File: src/common/uart_string_cfg.svh
// ~~~~~~~~~~~~~~~~~~~~~~~~~~~~~~~~~~~~~~~~~~~~~~~~~~~~~~~~~~~~~~~~~~~~~~~~~~~
// uart string link constants
// frame mark, string buffer size and default bit time
// ~~~~~~~~~~~~~~~~~~~~~~~~~~~~~~~~~~~~~~~~~~~~~~~~~~~~~~~~~~~~~~~~~~~~~~~~~~~
`ifndef UART_STRING_CFG_SVH
`define UART_STRING_CFG_SVH

// ascii "&", opens and closes a frame
`define FRAME_MARK 8'h26

// string buffer in bytes, string ports are 8x this wide
`define STR_MAX_BYTES 16

// length fields must hold STR_MAX_BYTES itself
`define LEN_W 5

// default bit time in clocks
`define CLKS_PER_BIT 8

`endif

File: src/common/uart_string_pkg.sv
// ~~~~~~~~~~~~~~~~~~~~~~~~~~~~~~~~~~~~~~~~~~~~~~~~~~~~~~~~~~~~~~~~~~~~~~~~~~~
// uart string link types
// state encodings shared by the framers, the byte uarts and the checkers
// ~~~~~~~~~~~~~~~~~~~~~~~~~~~~~~~~~~~~~~~~~~~~~~~~~~~~~~~~~~~~~~~~~~~~~~~~~~~
package uart_string_pkg;

	// send framer, one state per byte of the "&&content&&" frame
	typedef enum logic [2:0] {
		TX_IDLE   = 3'd0,
		TX_OPEN1  = 3'd1,
		TX_OPEN2  = 3'd2,
		TX_BODY   = 3'd3,
		TX_CLOSE1 = 3'd4,
		TX_CLOSE2 = 3'd5,
		TX_DONE   = 3'd6
	} tx_frame_state_e;

	// receive framer
	typedef enum logic [1:0] {
		RX_HUNT  = 2'd0,
		RX_OPEN2 = 2'd1,
		RX_BODY  = 2'd2,
		RX_ESC   = 2'd3
	} rx_frame_state_e;

	// bit level states used by both byte uarts
	typedef enum logic [1:0] {
		BIT_IDLE  = 2'd0,
		BIT_START = 2'd1,
		BIT_DATA  = 2'd2,
		BIT_STOP  = 2'd3
	} uart_bit_state_e;

endpackage

File: src/uart/uart_tx.sv
// ~~~~~~~~~~~~~~~~~~~~~~~~~~~~~~~~~~~~~~~~~~~~~~~~~~~~~~~~~~~~~~~~~~~~~~~~~~~
// byte uart transmitter
// one start bit, eight data bits lsb first, two stop bits
// ~~~~~~~~~~~~~~~~~~~~~~~~~~~~~~~~~~~~~~~~~~~~~~~~~~~~~~~~~~~~~~~~~~~~~~~~~~~
`timescale 1ns/1ps
`include "uart_string_cfg.svh"

module uart_tx import uart_string_pkg::*; #(
	parameter int CLKS_PER_BIT = `CLKS_PER_BIT
) (
	input  logic       sys_clk,
	input  logic       sys_rst_n,
	input  logic [7:0] byte_data,
	input  logic       byte_req,
	output logic       byte_done,
	output logic       txd
);

	localparam int CNT_W = $clog2(CLKS_PER_BIT + 1);

	uart_bit_state_e state;
	logic [CNT_W-1:0] clk_cnt;
	logic [2:0]       bit_cnt;
	logic [7:0]       shift_q;
	logic             bit_end;

	assign bit_end = (clk_cnt == CNT_W'(CLKS_PER_BIT - 1));

	always_ff @(posedge sys_clk or negedge sys_rst_n) begin
		if (!sys_rst_n) begin
			state     <= BIT_IDLE;
			clk_cnt   <= '0;
			bit_cnt   <= '0;
			txd       <= 1'b1;
			byte_done <= 1'b0;
		end else begin
			byte_done <= 1'b0;
			clk_cnt   <= bit_end ? '0 : clk_cnt + 1'b1;
			case (state)
				BIT_IDLE: begin
					// requests while busy are simply not seen here
					clk_cnt <= '0;
					if (byte_req) begin
						txd   <= 1'b0;
						state <= BIT_START;
					end
				end
				BIT_START: begin
					if (bit_end) begin
						txd     <= shift_q[0];
						bit_cnt <= '0;
						state   <= BIT_DATA;
					end
				end
				BIT_DATA: begin
					if (bit_end) begin
						if (bit_cnt == 3'd7) begin
							txd     <= 1'b1;
							bit_cnt <= '0;
							state   <= BIT_STOP;
						end else begin
							txd     <= shift_q[0];
							bit_cnt <= bit_cnt + 1'b1;
						end
					end
				end
				BIT_STOP: begin
					// two stop bit times, then report the byte as sent
					if (bit_end) begin
						if (bit_cnt == 3'd1) begin
							byte_done <= 1'b1;
							state     <= BIT_IDLE;
						end else begin
							bit_cnt <= bit_cnt + 1'b1;
						end
					end
				end
			endcase
		end
	end

	// data shifter, bit 0 is always the next bit to go out
	always_ff @(posedge sys_clk) begin
		if (state == BIT_IDLE && byte_req)
			shift_q <= byte_data;
		else if (bit_end && (state == BIT_START || state == BIT_DATA))
			shift_q <= shift_q >> 1;
	end

endmodule

File: src/uart/uart_rx.sv
// ~~~~~~~~~~~~~~~~~~~~~~~~~~~~~~~~~~~~~~~~~~~~~~~~~~~~~~~~~~~~~~~~~~~~~~~~~~~
// byte uart receiver
// synchronizes the line, samples each bit at its middle and
// pulses rx_byte_vld at mid stop bit when the frame is good
// ~~~~~~~~~~~~~~~~~~~~~~~~~~~~~~~~~~~~~~~~~~~~~~~~~~~~~~~~~~~~~~~~~~~~~~~~~~~
`timescale 1ns/1ps
`include "uart_string_cfg.svh"

module uart_rx import uart_string_pkg::*; #(
	parameter int CLKS_PER_BIT = `CLKS_PER_BIT
) (
	input  logic       sys_clk,
	input  logic       sys_rst_n,
	input  logic       rxd,
	output logic [7:0] rx_byte,
	output logic       rx_byte_vld
);

	localparam int CNT_W = $clog2(CLKS_PER_BIT + 1);
	localparam logic [CNT_W-1:0] HALF_CNT = CNT_W'(CLKS_PER_BIT / 2 - 1);

	uart_bit_state_e state;
	logic [CNT_W-1:0] clk_cnt;
	logic [2:0]       bit_cnt;
	logic [7:0]       shift_q;
	logic             rxd_meta;
	logic             rxd_sync;
	logic             rxd_prev;
	logic             bit_end;
	logic             start_edge;

	assign bit_end    = (clk_cnt == CNT_W'(CLKS_PER_BIT - 1));
	assign start_edge = rxd_prev & ~rxd_sync;

	// two flop synchronizer plus one stage for edge detection
	always_ff @(posedge sys_clk or negedge sys_rst_n) begin
		if (!sys_rst_n) begin
			rxd_meta <= 1'b1;
			rxd_sync <= 1'b1;
			rxd_prev <= 1'b1;
		end else begin
			rxd_meta <= rxd;
			rxd_sync <= rxd_meta;
			rxd_prev <= rxd_sync;
		end
	end

	always_ff @(posedge sys_clk or negedge sys_rst_n) begin
		if (!sys_rst_n) begin
			state       <= BIT_IDLE;
			clk_cnt     <= '0;
			bit_cnt     <= '0;
			rx_byte_vld <= 1'b0;
		end else begin
			rx_byte_vld <= 1'b0;
			clk_cnt     <= bit_end ? '0 : clk_cnt + 1'b1;
			case (state)
				BIT_IDLE: begin
					clk_cnt <= '0;
					if (start_edge)
						state <= BIT_START;
				end
				BIT_START: begin
					// half a bit in, a glitch would already be high again
					if (clk_cnt == HALF_CNT) begin
						clk_cnt <= '0;
						bit_cnt <= '0;
						state   <= rxd_sync ? BIT_IDLE : BIT_DATA;
					end
				end
				BIT_DATA: begin
					if (bit_end) begin
						if (bit_cnt == 3'd7)
							state <= BIT_STOP;
						else
							bit_cnt <= bit_cnt + 1'b1;
					end
				end
				BIT_STOP: begin
					// framing error drops the byte silently
					if (bit_end) begin
						rx_byte_vld <= rxd_sync;
						state       <= BIT_IDLE;
					end
				end
			endcase
		end
	end

	// lsb arrives first, so shift in from the top
	always_ff @(posedge sys_clk) begin
		if (state == BIT_DATA && bit_end)
			shift_q <= {rxd_sync, shift_q[7:1]};
		if (state == BIT_STOP && bit_end && rxd_sync)
			rx_byte <= shift_q;
	end

endmodule

File: src/hdl/string_frame_tx.sv
// ~~~~~~~~~~~~~~~~~~~~~~~~~~~~~~~~~~~~~~~~~~~~~~~~~~~~~~~~~~~~~~~~~~~~~~~~~~~
// string send framer
// wraps a captured string as "&&content&&" and feeds it byte by
// byte to the uart transmitter
// ~~~~~~~~~~~~~~~~~~~~~~~~~~~~~~~~~~~~~~~~~~~~~~~~~~~~~~~~~~~~~~~~~~~~~~~~~~~
`timescale 1ns/1ps
`include "uart_string_cfg.svh"

module string_frame_tx import uart_string_pkg::*; (
	input  logic                         sys_clk,
	input  logic                         sys_rst_n,
	input  logic [`STR_MAX_BYTES*8-1:0]  tx_string,
	input  logic [`LEN_W-1:0]            tx_length,
	input  logic                         tx_req,
	output logic                         tx_busy,
	output logic                         tx_done,
	output logic [7:0]                   byte_data,
	output logic                         byte_req,
	input  logic                         byte_done
);

	tx_frame_state_e state;
	logic [`STR_MAX_BYTES*8-1:0] str_q;
	logic [`LEN_W-1:0]           len_q;
	logic [`LEN_W-1:0]           byte_cnt;

	assign tx_busy = (state != TX_IDLE);
	assign tx_done = (state == TX_DONE);

	// string and length held for the whole frame
	always_ff @(posedge sys_clk) begin
		if (state == TX_IDLE && tx_req) begin
			str_q <= tx_string;
			len_q <= tx_length;
		end
	end

	always_ff @(posedge sys_clk or negedge sys_rst_n) begin
		if (!sys_rst_n) begin
			state     <= TX_IDLE;
			byte_cnt  <= '0;
			byte_req  <= 1'b0;
			byte_data <= '0;
		end else begin
			byte_req <= 1'b0;
			case (state)
				TX_IDLE: begin
					byte_cnt <= '0;
					if (tx_req) begin
						byte_data <= `FRAME_MARK;
						byte_req  <= 1'b1;
						state     <= TX_OPEN1;
					end
				end
				TX_OPEN1: begin
					if (byte_done) begin
						byte_data <= `FRAME_MARK;
						byte_req  <= 1'b1;
						state     <= TX_OPEN2;
					end
				end
				TX_OPEN2, TX_BODY: begin
					// empty strings go straight to the closing marks
					if (byte_done) begin
						byte_req <= 1'b1;
						if (byte_cnt == len_q) begin
							byte_data <= `FRAME_MARK;
							state     <= TX_CLOSE1;
						end else begin
							byte_data <= str_q[byte_cnt * 8 +: 8];
							byte_cnt  <= byte_cnt + 1'b1;
							state     <= TX_BODY;
						end
					end
				end
				TX_CLOSE1: begin
					if (byte_done) begin
						byte_data <= `FRAME_MARK;
						byte_req  <= 1'b1;
						state     <= TX_CLOSE2;
					end
				end
				TX_CLOSE2: begin
					if (byte_done)
						state <= TX_DONE;
				end
				default: state <= TX_IDLE;
			endcase
		end
	end

endmodule

File: src/hdl/string_frame_rx.sv
// ~~~~~~~~~~~~~~~~~~~~~~~~~~~~~~~~~~~~~~~~~~~~~~~~~~~~~~~~~~~~~~~~~~~~~~~~~~~
// string receive framer
// hunts for "&&", collects content up to the next "&&" and
// publishes string, length and overflow with a done pulse
// ~~~~~~~~~~~~~~~~~~~~~~~~~~~~~~~~~~~~~~~~~~~~~~~~~~~~~~~~~~~~~~~~~~~~~~~~~~~
`timescale 1ns/1ps
`include "uart_string_cfg.svh"

module string_frame_rx import uart_string_pkg::*; (
	input  logic                         sys_clk,
	input  logic                         sys_rst_n,
	input  logic [7:0]                   rx_byte,
	input  logic                         rx_byte_vld,
	output logic [`STR_MAX_BYTES*8-1:0]  rx_string,
	output logic [`LEN_W-1:0]            rx_length,
	output logic                         rx_busy,
	output logic                         rx_done,
	output logic                         rx_overflow
);

	rx_frame_state_e state;
	logic [`STR_MAX_BYTES*8-1:0] buf_q;
	logic [`LEN_W-1:0]           len_q;
	logic [`LEN_W-1:0]           len_next1;
	logic                        ovf_q;
	logic                        is_mark;
	logic                        frame_start;
	logic                        frame_end;
	logic                        store_one;
	logic                        store_esc;
	logic                        wr0;
	logic                        wr1;
	logic [7:0]                  wr0_data;

	assign rx_busy     = (state != RX_HUNT);
	assign is_mark     = (rx_byte == `FRAME_MARK);
	assign frame_start = rx_byte_vld && is_mark && state == RX_OPEN2;
	assign frame_end   = rx_byte_vld && is_mark && state == RX_ESC;
	assign store_one   = rx_byte_vld && !is_mark && state == RX_BODY;
	// a lone mark inside the content is kept together with its follower
	assign store_esc   = rx_byte_vld && !is_mark && state == RX_ESC;
	assign len_next1   = len_q + 1'b1;
	assign wr0         = (store_one || store_esc) && len_q < `LEN_W'(`STR_MAX_BYTES);
	assign wr1         = store_esc && len_next1 < `LEN_W'(`STR_MAX_BYTES);
	assign wr0_data    = store_esc ? `FRAME_MARK : rx_byte;

	always_ff @(posedge sys_clk or negedge sys_rst_n) begin
		if (!sys_rst_n) begin
			state       <= RX_HUNT;
			len_q       <= '0;
			ovf_q       <= 1'b0;
			rx_length   <= '0;
			rx_overflow <= 1'b0;
			rx_done     <= 1'b0;
		end else begin
			rx_done <= frame_end;
			if (rx_byte_vld) begin
				case (state)
					RX_HUNT:  state <= is_mark ? RX_OPEN2 : RX_HUNT;
					RX_OPEN2: state <= is_mark ? RX_BODY : RX_HUNT;
					RX_BODY:  state <= is_mark ? RX_ESC : RX_BODY;
					RX_ESC:   state <= is_mark ? RX_HUNT : RX_BODY;
				endcase
			end
			if (frame_start) begin
				len_q <= '0;
				ovf_q <= 1'b0;
			end else begin
				len_q <= len_q + `LEN_W'(wr0) + `LEN_W'(wr1);
				if ((store_one && !wr0) || (store_esc && !wr1))
					ovf_q <= 1'b1;
			end
			if (frame_end) begin
				rx_length   <= len_q;
				rx_overflow <= ovf_q;
			end
		end
	end

	// content buffer, published only on a complete frame
	always_ff @(posedge sys_clk) begin
		if (frame_start) begin
			buf_q <= '0;
		end else begin
			for (int i = 0; i < `STR_MAX_BYTES; i++) begin
				if (wr0 && len_q == `LEN_W'(i))
					buf_q[i*8 +: 8] <= wr0_data;
				if (wr1 && len_next1 == `LEN_W'(i))
					buf_q[i*8 +: 8] <= rx_byte;
			end
		end
		if (frame_end)
			rx_string <= buf_q;
	end

endmodule

File: src/hdl/uart_string_handle.sv
// ~~~~~~~~~~~~~~~~~~~~~~~~~~~~~~~~~~~~~~~~~~~~~~~~~~~~~~~~~~~~~~~~~~~~~~~~~~~
// uart string link top
// send and receive framers joined to the byte uarts and the pins
// ~~~~~~~~~~~~~~~~~~~~~~~~~~~~~~~~~~~~~~~~~~~~~~~~~~~~~~~~~~~~~~~~~~~~~~~~~~~
`timescale 1ns/1ps
`include "uart_string_cfg.svh"

module uart_string_handle #(
	parameter int CLKS_PER_BIT = `CLKS_PER_BIT
) (
	input  logic                         sys_clk,
	input  logic                         sys_rst_n,
	input  logic [`STR_MAX_BYTES*8-1:0]  tx_string,
	input  logic [`LEN_W-1:0]            tx_length,
	input  logic                         tx_req,
	output logic                         tx_busy,
	output logic                         tx_done,
	output logic [`STR_MAX_BYTES*8-1:0]  rx_string,
	output logic [`LEN_W-1:0]            rx_length,
	output logic                         rx_busy,
	output logic                         rx_done,
	output logic                         rx_overflow,
	input  logic                         uart_rx_port,
	output logic                         uart_tx_port
);

	logic [7:0] tx_byte_data;
	logic       tx_byte_req;
	logic       tx_byte_done;
	logic [7:0] rx_byte;
	logic       rx_byte_vld;

	// send path
	string_frame_tx u_frame_tx (
		.sys_clk   (sys_clk),
		.sys_rst_n (sys_rst_n),
		.tx_string (tx_string),
		.tx_length (tx_length),
		.tx_req    (tx_req),
		.tx_busy   (tx_busy),
		.tx_done   (tx_done),
		.byte_data (tx_byte_data),
		.byte_req  (tx_byte_req),
		.byte_done (tx_byte_done)
	);

	uart_tx #(.CLKS_PER_BIT(CLKS_PER_BIT)) u_uart_tx (
		.sys_clk   (sys_clk),
		.sys_rst_n (sys_rst_n),
		.byte_data (tx_byte_data),
		.byte_req  (tx_byte_req),
		.byte_done (tx_byte_done),
		.txd       (uart_tx_port)
	);

	// receive path
	uart_rx #(.CLKS_PER_BIT(CLKS_PER_BIT)) u_uart_rx (
		.sys_clk     (sys_clk),
		.sys_rst_n   (sys_rst_n),
		.rxd         (uart_rx_port),
		.rx_byte     (rx_byte),
		.rx_byte_vld (rx_byte_vld)
	);

	string_frame_rx u_frame_rx (
		.sys_clk     (sys_clk),
		.sys_rst_n   (sys_rst_n),
		.rx_byte     (rx_byte),
		.rx_byte_vld (rx_byte_vld),
		.rx_string   (rx_string),
		.rx_length   (rx_length),
		.rx_busy     (rx_busy),
		.rx_done     (rx_done),
		.rx_overflow (rx_overflow)
	);

endmodule

File: config.mk
export PLATFORM = sky130hd
export DESIGN_NAME = uart_string_handle
export DESIGN_NICKNAME = d
export VERILOG_FILES = /design/src/common/uart_string_pkg.sv /design/src/uart/uart_tx.sv /design/src/uart/uart_rx.sv /design/src/hdl/string_frame_tx.sv /design/src/hdl/string_frame_rx.sv /design/src/hdl/uart_string_handle.sv
export VERILOG_INCLUDE_DIRS = /design/src /design/src/common
export SDC_FILE = /design/constraint.sdc
export NUM_CORES = 1
export LEC_CHECK = 0
export BUFFER_PORTS_ARGS = -buffer_cell sky130_fd_sc_hd__buf_2
export CAP_MARGIN = 15
export CORE_UTILIZATION = 25
export DETAILED_ROUTE_END_ITERATION = 8
export GPL_TIMING_DRIVEN = 0
export PLACE_DENSITY = 0.44
export SYNTH_ARGS = -nofsm -noshare
export SYNTH_HDL_FRONTEND = slang
export SYNTH_SLANG_ARGS = --single-unit
File: constraint.sdc
create_clock -name sys_clk -period 6.8 [get_ports sys_clk]
set_clock_uncertainty 0.1 [all_clocks]
set_input_delay 1.02 -clock sys_clk [delete_from_list [all_inputs] [get_ports sys_clk]]
set_output_delay 1.02 -clock sys_clk [all_outputs]
set_load 0.1 [all_outputs]
==> results.tsv, run 1 <==
stage	metric	value	unit
yosys	syn-num-nets	1394	
cells_and_area	syn_to_final_growth	24.6	%
die	die_area	73100	sq um
global_route	antenna_found_initial	8	
cells_and_area	final_nets	1729	
yosys	synth_area	18000	sq um
clocking	cts.sinks	469	
clocking	numCtsBuffers	52	
die	core_area	71400	sq um
timing	finalSetupTns	0	ps
global_route	first_global_vias	11991	
yosys	syn_inst	1242	
drt	wl_met3	2950	microns
drt	drc	0	
critical_path	start_kind	flip-flop	
clocking	cts_tree	built	
timing	finalHoldViolCount	0	
cells_and_area	postLayoutCoreUtil	0.314	
clocking	cts_setup_buffers	0	
critical_path	crit_start	u_frame_rx.len_q[3]	
die	die_y	270	microns
yosys	synth.distinct_cells	66	
clocking	cts_resized	0	
timing	fmax	0.257	GHz
global_route	track_usage	0.135	
critical_path	worst_ep_arrival_time	4300	ps
clocking	clkTransAtPathRegs	60	ps
drt	avgViaCountPerCell	4.55	
die	initial_core_util	0.252	
drt	via_count	11710	
placement	io_buffers	275	
worst_hold_path	hp-start	u_uart_rx.rxd_meta	
pwr	seq_power_share	0.494	
drt	met1_length	21200	microns
yosys	yosys_warnings	0	
global_route	grt_max_degree	83	
run_status	status	completed	
yosys	ys_seq_elements	469	
die	die_w	270	microns
cells_and_area	drive_above_1_share	0.323	
critical_path	end_kind	flip-flop	
placement	dpl.hpwl	36800	microns
timing	setup_violations	0	
run	cap_violations	0	
worst_hold_path	hold_path.class	flip-flop to flip-flop	
timing	worstMarginPinSlew	1100	ps
pwr	p_sw_frac	0.235	
yosys	synth-async-reset-ratio	0.119	
critical_path	reg2reg_from	u_frame_rx.len_q[3]	
pwr	intPower	5.07	mW
timing	slew_violations	0	
drt	drt-total-wl	50500	microns
clocking	clockBufferDepth	3	
pwr	p_per_area	296	nW/um^2
yosys	seq_area_frac_synth	0.696	
pwr	combPwrFrac	0.075	
timing	period_needed	3880	ps
global_route	overflow	0	
clocking	root_buffer	clkbuf_16	
timing	slew_headroom	0.267	
yosys	avgSynthCellArea	14.5	sq um
drt	wl_met2	24900	microns
die	rows	98	
clocking	clk_latency	620	ps
drt	wl_per_cell	19.6	microns
critical_path	cp.required	7210	ps
drt	drt_iter0_drc	818	
pwr	clkPwrFrac	0.431	
yosys	synth_ff_type	edfxtp_1	
drt	ant_nets	0	
clocking	cts_htree_levels	2	
drt	highest_layer	met5	
critical_path	crit_type	flip-flop to flip-flop	
yosys	synth_edf_count	285	
global_route	grt_pass1_wl	75500	microns
placement	placed_area	20700	sq um
die	io_pins	276	
timing	rsz0062_at_grt	no	
pwr	p_leak	8.61	nW
placement	gp_congestion	0.852	
pwr	power.switching	1.56	mW
cells_and_area	fin_area	22400	sq um
drt	drt_pass1_iterations	4	
pwr	ir_worst_vdd	0.180	mV
timing	finalCritPeriodShare	0.571	
clocking	cts.hold.buffers_added	0	
critical_path	crit_fanout	10	
[cell families after synthesis]
kind of cell	after synthesis	share of synthesized area
adder cells (fa/ha/maj)	15	0.0108
AND/OR/NAND/NOR	242	0.0730
multiplexers	82	0.0540
XOR/XNOR	9	0.00438
buffers and inverters	103	0.0239
flip-flops	469	0.696
AO/OA/AOI/OAI	322	0.138
[sequential cells by signal, summed over array words and instances, names as in the netlist, 4 cells and up, named ones only]
register and flops:
u_frame_rx.len_q 5, u_frame_tx.byte_data 8, u_uart_rx.clk_cnt 4, u_frame_rx.rx_string 128
u_frame_rx.rx_length 5, u_uart_rx.shift_q 8, u_uart_tx.shift_q 8, u_uart_tx.clk_cnt 4
u_frame_tx.byte_cnt 5, u_frame_tx.str_q 128, u_frame_tx.len_q 5, u_uart_rx.rx_byte 8
u_frame_rx.buf_q 128
[metal layers]
metal	GRT usage	up-vias
met4	0.0443	6
met1	0.162	5743
li1	-	5550
met3	0.0333	89
met2	0.235	322
met5	0	-
[synth_stat cells, drive strengths merged, types with 6 or more instances]
master | instances | area share
edfxtp | 285 | 0.48
dfxtp | 128 | 0.14
a21oi | 76 | 0.021
nand2 | 60 | 0.013
clkbuf | 54 | 0.011
dfrtp | 52 | 0.072
mux2i | 51 | 0.028
o221a | 48 | 0.030
o21ai | 41 | 0.011
nor2 | 40 | 0.0088
or2 | 39 | 0.014
a311oi | 35 | 0.017
buf | 33 | 0.0093
mux2 | 21 | 0.013
nand4 | 18 | 0.0063
a32o | 16 | 0.0089
inv | 16 | 0.0033
ha | 14 | 0.0097
nand3 | 14 | 0.0039
nor2b | 14 | 0.0049
nor3 | 13 | 0.0039
o2111ai | 13 | 0.0063
o211a | 13 | 0.0072
o21a | 13 | 0.0054
a211oi | 11 | 0.0046
a22oi | 11 | 0.0046
mux4 | 10 | 0.013
and2 | 9 | 0.0031
xnor2 | 9 | 0.0044
a2111o | 8 | 0.0050
and3 | 7 | 0.0024
nand2b | 7 | 0.0024
o22ai | 6 | 0.0021
[power by group through the flow]
stage	Clock [mW]	Sequential [mW]	Combinational, mW
6_report	2.86	3.28	0.496
5_1_grt	3.06	3.29	0.563
4_1_cts	2.96	3.28	0.506
3_5_place_dp	0	3.34	0.504
3_3_place_gp	0	3.36	0.484
2_1_floorplan	0	3.33	0.341
[area by class of cell]
type | instances | area, sq um
Fill cell | 7215 | 48900
Sequential cell | 469 | 12500
Multi-Input combinational cell | 670 | 5060
Timing Repair Buffer | 281 | 1470
Clock buffer | 67 | 1430
Tap cell | 950 | 1190
Buffer | 87 | 370
Clock inverter | 27 | 313
Inverter | 16 | 65.1
Antenna cell | 4 | 10.0
[per-stage QoR]
stage                     std cells  worst slack [ps]  total power, mW  hold slack [ps]
after global routing           2569              2680             6.92              263
after floorplan                1242              1900             3.67              245
final                          2571              2920             6.63              256
after global placement         2467               232             3.84              254
after CTS                      2566              2930             6.75              259
after detailed placement       2472              2930             3.84              251
[worst paths after layout]
kind,slack (ps),to,cells past startpoint
worst max-delay path,2920,u_frame_rx.buf_q[49],10
worst min-delay path,260,u_uart_rx.rxd_sync,0
worst max register to register,2920,u_frame_rx.buf_q[49],10
worst min register to register,260,u_uart_rx.rxd_sync,0
max in group asynchronous,5640,u_uart_rx.state[0],1
min in group asynchronous,410,u_frame_rx.len_q[0],1
[critical path: stages, from the launching register on]
cell	delay (ps)
dfrtp_1	370
clkbuf_1	360
nand2_1	350
nor2_1	190
ha_1	230
clkbuf_1	220
and4_1	310
a22oi_1	380
clkbuf_1	530
nor2_1	370
o221a_2	360
[cell usage in the layout (no fill, tap or decap), types with 39 or more instances in the layout]
cell type and instances:
mux2i_1 51, or2_2 39, dfxtp_1 128, dfrtp_1 52
edfxtp_1 285, o21ai_0 41, nand2_1 60, o221a_2 48
buf_2 301, clkbuf_1 62, nor2_1 39, a21oi_1 76
clkbuf_16 52
No activity file was read; power rests on OpenSTA's default activity.
==> run 2, diff against run 1 <==
--- a/config.mk
+++ b/config.mk
@@ -11,7 +11,7 @@
 export CORE_UTILIZATION = 25
 export DETAILED_ROUTE_END_ITERATION = 8
 export GPL_TIMING_DRIVEN = 0
-export PLACE_DENSITY = 0.44
+export PLACE_DENSITY = 0.45
 export SYNTH_ARGS = -nofsm -noshare
 export SYNTH_HDL_FRONTEND = slang
 export SYNTH_SLANG_ARGS = --single-unit
==> constraint.sdc (replaced) <==
create_clock -name sys_clk -period 3.14 [get_ports sys_clk]
set_clock_uncertainty 0.1 [all_clocks]
set_input_delay 0.471 -clock sys_clk [delete_from_list [all_inputs] [get_ports sys_clk]]
set_output_delay 0.471 -clock sys_clk [all_outputs]
set_load 0.1 [all_outputs]
==> run 2 against run 1 <==
Against the previous run: register-to-register slack lost 2800 ps; global-route usage grew 0.26 points; die area is the same; core utilization grew 2.1 points; design area grew 6.6%; power grew 120%; routed wire length grew 2.0%; via count grew 4.5%; sequential share of layout area shrank 3.5 points.
==> results.tsv, run 2 (synthesis results as in run 1) <==
stage	metric	value	unit	change
critical_path	cp.required	3550	ps	-3660 ps
critical_path	crit_chain	clkbuf_2, nand2_1, nor2_1, ha_2, and4_1, a22oi_2, clkbuf_4, a2111o_1, o221a_2		
critical_path	start_kind	flip-flop		
drt	drt-total-wl	51500	microns	+2.0%
worst_hold_path	hold_path_depth	5		+5
critical_path	crit_fanout	10		unchanged
placement	pre_cts_ws	-692	ps	-3620 ps
die	core_area	71400	sq um	unchanged
cells_and_area	final_nets	1867		+8.0%
placement	dpl.hpwl	36500	microns	-0.74%
clocking	numCtsBuffers	52		unchanged
drt	drt_iter0_drc	826		+0.98%
pwr	fin_total_pwr	14.4	mW	+120%
global_route	track_usage	0.138		+0.00256
placement	io_buffers	275		unchanged
pwr	p_per_area	601	nW/um^2	+100%
placement	placed_cells	2474		+0.081%
timing	slew_violations	0		unchanged
worst_hold_path	hp-start	tx_req		
cells_and_area	drive_above_1_share	0.317		-0.00616
drt	drc	0		unchanged
clocking	clockBufferDepth	3		unchanged
drt	drt_pass1_iterations	5		+1
critical_path	crit_type	flip-flop to flip-flop		
timing	finalCritPeriodShare	0.959		+0.388
run_status	status	completed		
timing	hold_ws	206	ps	-50.4 ps
drt	via_count	12242		+4.5%
timing	worstMarginPinSlew	1120	ps	+23.1 ps
timing	fin_ws	129	ps	-2790 ps
pwr	ir_worst_vdd	0.439	mV	+140%
critical_path	r2r_cells	9		-1
worst_hold_path	hold_path.class	input port to flip-flop		
critical_path	regToRegSetupSlack	130	ps	-2790 ps
global_route	grt_max_degree	74		-11%
drt	wl_per_cell	19.0	microns	-3.2%
cells_and_area	top_regs	u_frame_rx.buf_q: 128 flops, u_frame_rx.rx_string: 128 flops, u_frame_tx.str_q: 128 flops		
run	cap_violations	0		unchanged
die	io_pins	276		unchanged
pwr	p_leak	8.35	nW	-3.0%
critical_path	r2r_end	u_frame_rx.buf_q[45]		
timing	period_needed	3010	ps	-872 ps
timing	finalHoldViolCount	0		unchanged
global_route	first_global_vias	12580		+4.9%
die	die_area	73100	sq um	unchanged
critical_path	reg2reg_from	u_frame_rx.len_q[1]		
clocking	cts_htree_levels	2		unchanged
timing	rsz0062_at_grt	no		
cells_and_area	final.fill_count	7039		-2.4%
cells_and_area	syn_to_final_growth	32.8	%	
clocking	clkTransAtPathRegs	60	ps	about the same
cells_and_area	postLayoutCoreUtil	0.335		+0.0209
timing	slew_headroom	0.251		-0.0154
global_route	overflow	0		unchanged
critical_path	slowest_stage	dfrtp_1		
cells_and_area	final_cell_mix	296 x buf_2, 285 x edfxtp_1, 135 x dlygate4sd3_1		
critical_path	worst_ep_arrival_time	3430	ps	-870 ps
critical_path	end_kind	flip-flop		
die	initial_core_util	0.252		unchanged
global_route	antenna_found_initial	1		-7
clocking	clk_latency	620	ps	about the same
cells_and_area	stdcell_count	2709		+5.4%
timing	fmax	0.332	GHz	+29%
timing	setup_violations	0		unchanged
cells_and_area	final_common_cell	buf_2		
drt	ant_nets	0		unchanged
critical_path	critPathMaxStageDelay	460	ps	-70 ps
clocking	cts.sinks	469		unchanged
die	die_w	270	microns	unchanged
clocking	root_buffer	clkbuf_16		
worst_hold_path	min_to	u_frame_tx.state[0]		
die	rows	98		unchanged
drt	avgViaCountPerCell	4.52		-0.78%
clocking	cts_tree	built		
cells_and_area	diodes	0		-4
placement	gp_congestion	0.859		+0.76%
global_route	grt_pass1_wl	77600	microns	+2.7%
die	die_y	270	microns	unchanged
[run 2: changes by cell type in the layout (fill, tap and decap cells not counted), moves of 4 or more]
cell	change
clkbuf_8	-6
clkinv_1	+4
buf_2	-5
nor2_1	-4
buf_4	+7
clkbuf_2	+9
clkinv_2	+4
diode_2	-4
clkbuf_1	-20
dlygate4sd3_1	+135
buf_6	+4
[run 2: worst max path at each step]
stage / end / cells after the start / startpoint
finish: u_frame_rx.buf_q[45] / 9 / u_frame_rx.len_q[1]
global route: u_frame_rx.buf_q[109] / 9 / u_frame_rx.len_q[1]
detailed placement: u_frame_rx.buf_q[10] / 10 / u_frame_rx.len_q[3]
CTS: u_frame_rx.len_q[4] / 9 / u_uart_rx.rx_byte[6]
global placement: u_frame_rx.rx_overflow / 7 / u_uart_rx.rx_byte[0]
floorplan: u_frame_rx.rx_overflow / 7 / u_uart_rx.rx_byte[6]
[run 2: what timing repair did]
| action | 4_1_cts | 5_1_grt |
|---|---|---|
| hold endpoints to repair | 186 | 0 |
| setup buffers | 1 | 3 |
| pin swaps | 0 | 2 |
| hold buffers | 135 | 0 |
| setup endpoints to repair | 116 | 66 |
| resized for setup | 10 | 26 |
[run 2: worst max-delay path, delay by kind of cell (launching register included)]
family	cells	cell delay, ps
compound gates	3	860
fa+ha+maj	1	420
buf+inv	2	510
flops	1	460
simple gates	3	550
[run 2: power breakdown]
| part | switching [mW] | internal [mW] |
|---|---|---|
| logic | 0.690 | 0.537 |
| registers | 0.162 | 6.93 |
| clock network | 2.61 | 3.43 |
[run 2: area by class of cell]
type	instances	area (sq um)	area share
Inverter	16	63.8	0.00267
Multi-Input combinational cell	670	5120	0.214
Sequential cell	469	12500	0.524
Tap cell	950	1190	0.0497
Clock inverter	40	382	0.0160
Clock buffer	58	1330	0.0558
Timing Repair Buffer	422	2900	0.121
Buffer	84	417	0.0174
[run 2: metrics by stage]
stage                     setup TNS, ps  cell area (sq um)
after floorplan                  -31850              18100
after global placement          -293420              20600
after detailed placement         -32410              20800
after CTS                             0              23800
after global routing                  0              23900
final                                 0              23900
[run 2: layer usage]
| layer | global-route usage | vias up | wire length (microns) |
|---|---|---|---|
| met3 | 0.0341 | 68 | 2990 |
| met5 | 0 | - | 12 |
| met4 | 0.0329 | 2 | 929 |
| li1 | - | 5815 | - |
| met1 | 0.166 | 6000 | 21400 |
| met2 | 0.244 | 357 | 26100 |
==> run 3, diff against run 2 <==
--- a/config.mk
+++ b/config.mk
@@ -6,6 +6,7 @@
 export SDC_FILE = /design/constraint.sdc
 export NUM_CORES = 1
 export LEC_CHECK = 0
+export ABC_AREA = 1
 export BUFFER_PORTS_ARGS = -buffer_cell sky130_fd_sc_hd__buf_2
 export CAP_MARGIN = 15
 export CORE_UTILIZATION = 25
==> run 3 against run 2 <==
Against the previous run: combinational power fell by 9.8%; routed wire length rose by 8.8%; synthesized cell count rose by 67%; critical path type unchanged; die area rose by 12%.
==> results.tsv, run 3 <==
stage	metric	value	unit	change
run_status	status	completed		
global_route	track_usage	0.136		-0.00161
yosys	avgSynthCellArea	9.75	sq um	-33%
drt	drt-total-wl	56000	microns	+8.8%
cells_and_area	final_cell_mix	669 x nand2_1, 302 x buf_2, 285 x edfxtp_1		
die	die_w	286	microns	+5.9%
global_route	grt_max_degree	57		-23%
timing	slew_headroom	0.295		+0.0435
global_route	antenna_found_initial	2		+1
yosys	synth-async-reset-ratio	0.119		unchanged
critical_path	crit_chain	nand2_1, nor2_2, ha_1, buf_4, inv_4, nor4_2, fa_1, ha_1, nand2_1, xor2_1, nor2_1		
cells_and_area	drive_above_1_share	0.203		-0.113
critical_path	crit_fanout	18		+8
cells_and_area	diodes	0		unchanged
clocking	clk_latency	610	ps	about the same
yosys	ys_seq_elements	469		unchanged
cells_and_area	postLayoutCoreUtil	0.329		-0.00582
clocking	cts_setup_buffers	0		-1
pwr	p_per_area	536	nW/um^2	-11%
clocking	numCtsBuffers	54		+3.8%
placement	dpl.hpwl	40400	microns	+11%
pwr	p_leak	12.5	nW	+49%
global_route	overflow	0		unchanged
timing	finalHoldViolCount	0		unchanged
critical_path	start_kind	flip-flop		
critical_path	cp.required	3500	ps	-50 ps
yosys	synth_area	20200	sq um	+12%
yosys	yosys_warnings	0		unchanged
run	cap_violations	0		unchanged
drt	ant_nets	0		unchanged
placement	placed_cells	3407		+38%
cells_and_area	final_nets	2699		+45%
drt	drt_iter0_drc	868		+5.1%
clocking	root_buffer	clkbuf_16		
yosys	synth_edf_count	285		unchanged
yosys	syn_inst	2075		+67%
timing	finalCritPeriodShare	0.930		-0.0289
placement	io_buffers	275		unchanged
clocking	clockBufferDepth	3		unchanged
cells_and_area	top_regs	u_frame_rx.buf_q: 128 flops, u_frame_rx.rx_string: 128 flops, u_frame_tx.str_q: 128 flops		
critical_path	worst_ep_arrival_time	3280	ps	-150 ps
drt	avgViaCountPerCell	4.15		-8.2%
die	die_y	286	microns	+5.9%
pwr	fin_total_pwr	14.0	mW	-2.3%
cells_and_area	final_common_cell	nand2_1		
critical_path	worst-path-buf-inv	2		unchanged
critical_path	critPathMaxStageDelay	460	ps	about the same
yosys	yosysMostFrequentCell	nand2_1		
critical_path	crit_family	adder cells		
critical_path	end_kind	flip-flop		
yosys	synth_ff_type	edfxtp_1		
drt	wl_per_cell	15.4	microns	-19%
clocking	clkTransAtPathRegs	60	ps	about the same
timing	slew_violations	0		unchanged
yosys	yosys-top-cells-count	671 x nand2_1, 285 x edfxtp_1, 271 x nor2_1		
global_route	first_global_vias	15159		+21%
drt	drc	0		unchanged
timing	setup_violations	0		unchanged
yosys	syn-num-nets	2227		+60%
yosys	synth.distinct_cells	42		-36%
pwr	ir_worst_vdd	0.372	mV	-15%
cells_and_area	stdcell_count	3642		+34%
timing	finalSetupTns	0	ps	unchanged
clocking	cts.sinks	469		unchanged
die	io_pins	276		unchanged
die	initial_core_util	0.254		+0.00204
critical_path	slowest_stage	dfrtp_1		
clocking	cts_tree	built		
critical_path	crit_type	flip-flop to flip-flop		
drt	drt_pass1_iterations	7		+2
clocking	cts_htree_levels	2		unchanged
timing	fmax	0.342	GHz	+3.1%
yosys	synthTopCellsByArea	edfxtp_1 42%, dfxtp_1 13%, nand2_1 12%		
placement	gp_congestion	0.875		+1.9%
timing	rsz0062_at_grt	no		
die	core_area	79500	sq um	+11%
global_route	grt_pass1_wl	86400	microns	+11%
yosys	seq_area_frac_synth	0.619		-0.0763
die	die_area	82100	sq um	+12%
drt	via_count	15106		+23%
yosys	netlist.area_leader.share	0.423		-0.0521
timing	worstMarginPinSlew	1050	ps	-76.3 ps
cells_and_area	syn_to_final_growth	29.5	%	
timing	period_needed	2920	ps	-90.6 ps
yosys	synth_top_area_cell	edfxtp_1		
worst_hold_path	hold_path.class	flip-flop to flip-flop		
die	rows	103		+5.1%
run 3: timing repair:
| item | CTS | global route |
|---|---|---|
| endpoints found under the setup margin | 3 | 2 |
| hold buffers | 135 | 0 |
| endpoints found under the hold margin | 186 | 0 |
| resized for setup | 3 | 2 |
run 3: final cells by class:
class,count,area (sq um)
Buffer,66,402
Clock buffer,70,1430
Clock inverter,31,270
Fill cell,8188,53300
Inverter,242,915
Multi-Input combinational cell,1297,6460
Sequential cell,469,12500
Tap cell,1050,1310
Timing Repair Buffer,417,2880
run 3: path summary, 6_finish.rpt:
kind / startpoint / end / slack [ps] / cells past startpoint
max in group asynchronous: sys_rst_n / u_frame_rx.len_q[3] / 1900 / 2
setup reg to reg: u_frame_rx.len_q[1] / u_frame_rx.len_q[4] / 220 / 11
min in group asynchronous: sys_rst_n / u_frame_tx.byte_data[2] / 430 / 2
hold reg to reg: u_uart_rx.rxd_meta / u_uart_rx.rxd_sync / 260 / 0
hold / removal: u_uart_rx.rxd_meta / u_uart_rx.rxd_sync / 260 / 0
setup / recovery: u_frame_rx.len_q[1] / u_frame_rx.len_q[4] / 220 / 11
run 3: stage by stage:
step / cell area, sq um / hold slack [ps] / setup WS, ps
final: 26200 / 259 / 219
after global routing: 26200 / 246 / 78.6
after CTS: 26200 / 214 / 15.2
after detailed placement: 23100 / 251 / -172
after global placement: 23000 / 251 / -1590
after floorplan: 20300 / 75.4 / -230
run 3: routing by layer:
layer / share of wire / vias to the layer above / GRT usage
met1: 0.41 / 6982 / 0.162
met5: 0.00046 / - / 0
met4: 0.030 / 4 / 0.0459
met2: 0.51 / 386 / 0.246
met3: 0.048 / 103 / 0.0223
li1: - / 7631 / -
run 3: logic make-up after synthesis:
group / count (synthesis) / synth area share
xor+xnor: 8 / 0.00346
flops: 469 / 0.619
buf+inv: 309 / 0.0639
fa+ha+maj: 15 / 0.00965
mux: 7 / 0.00390
simple gates: 1189 / 0.274
compound gates: 78 / 0.0262
run 3: where the power goes:
group / internal, mW / total, mW / switching [mW] / leakage [nW]
logic: 0.453 / 1.11 / 0.657 / 7.37
registers: 6.78 / 6.91 / 0.131 / 4.26
clock network: 3.48 / 6.02 / 2.54 / 0.843
total: 10.7 / 14.0 / 3.33 / 12.5
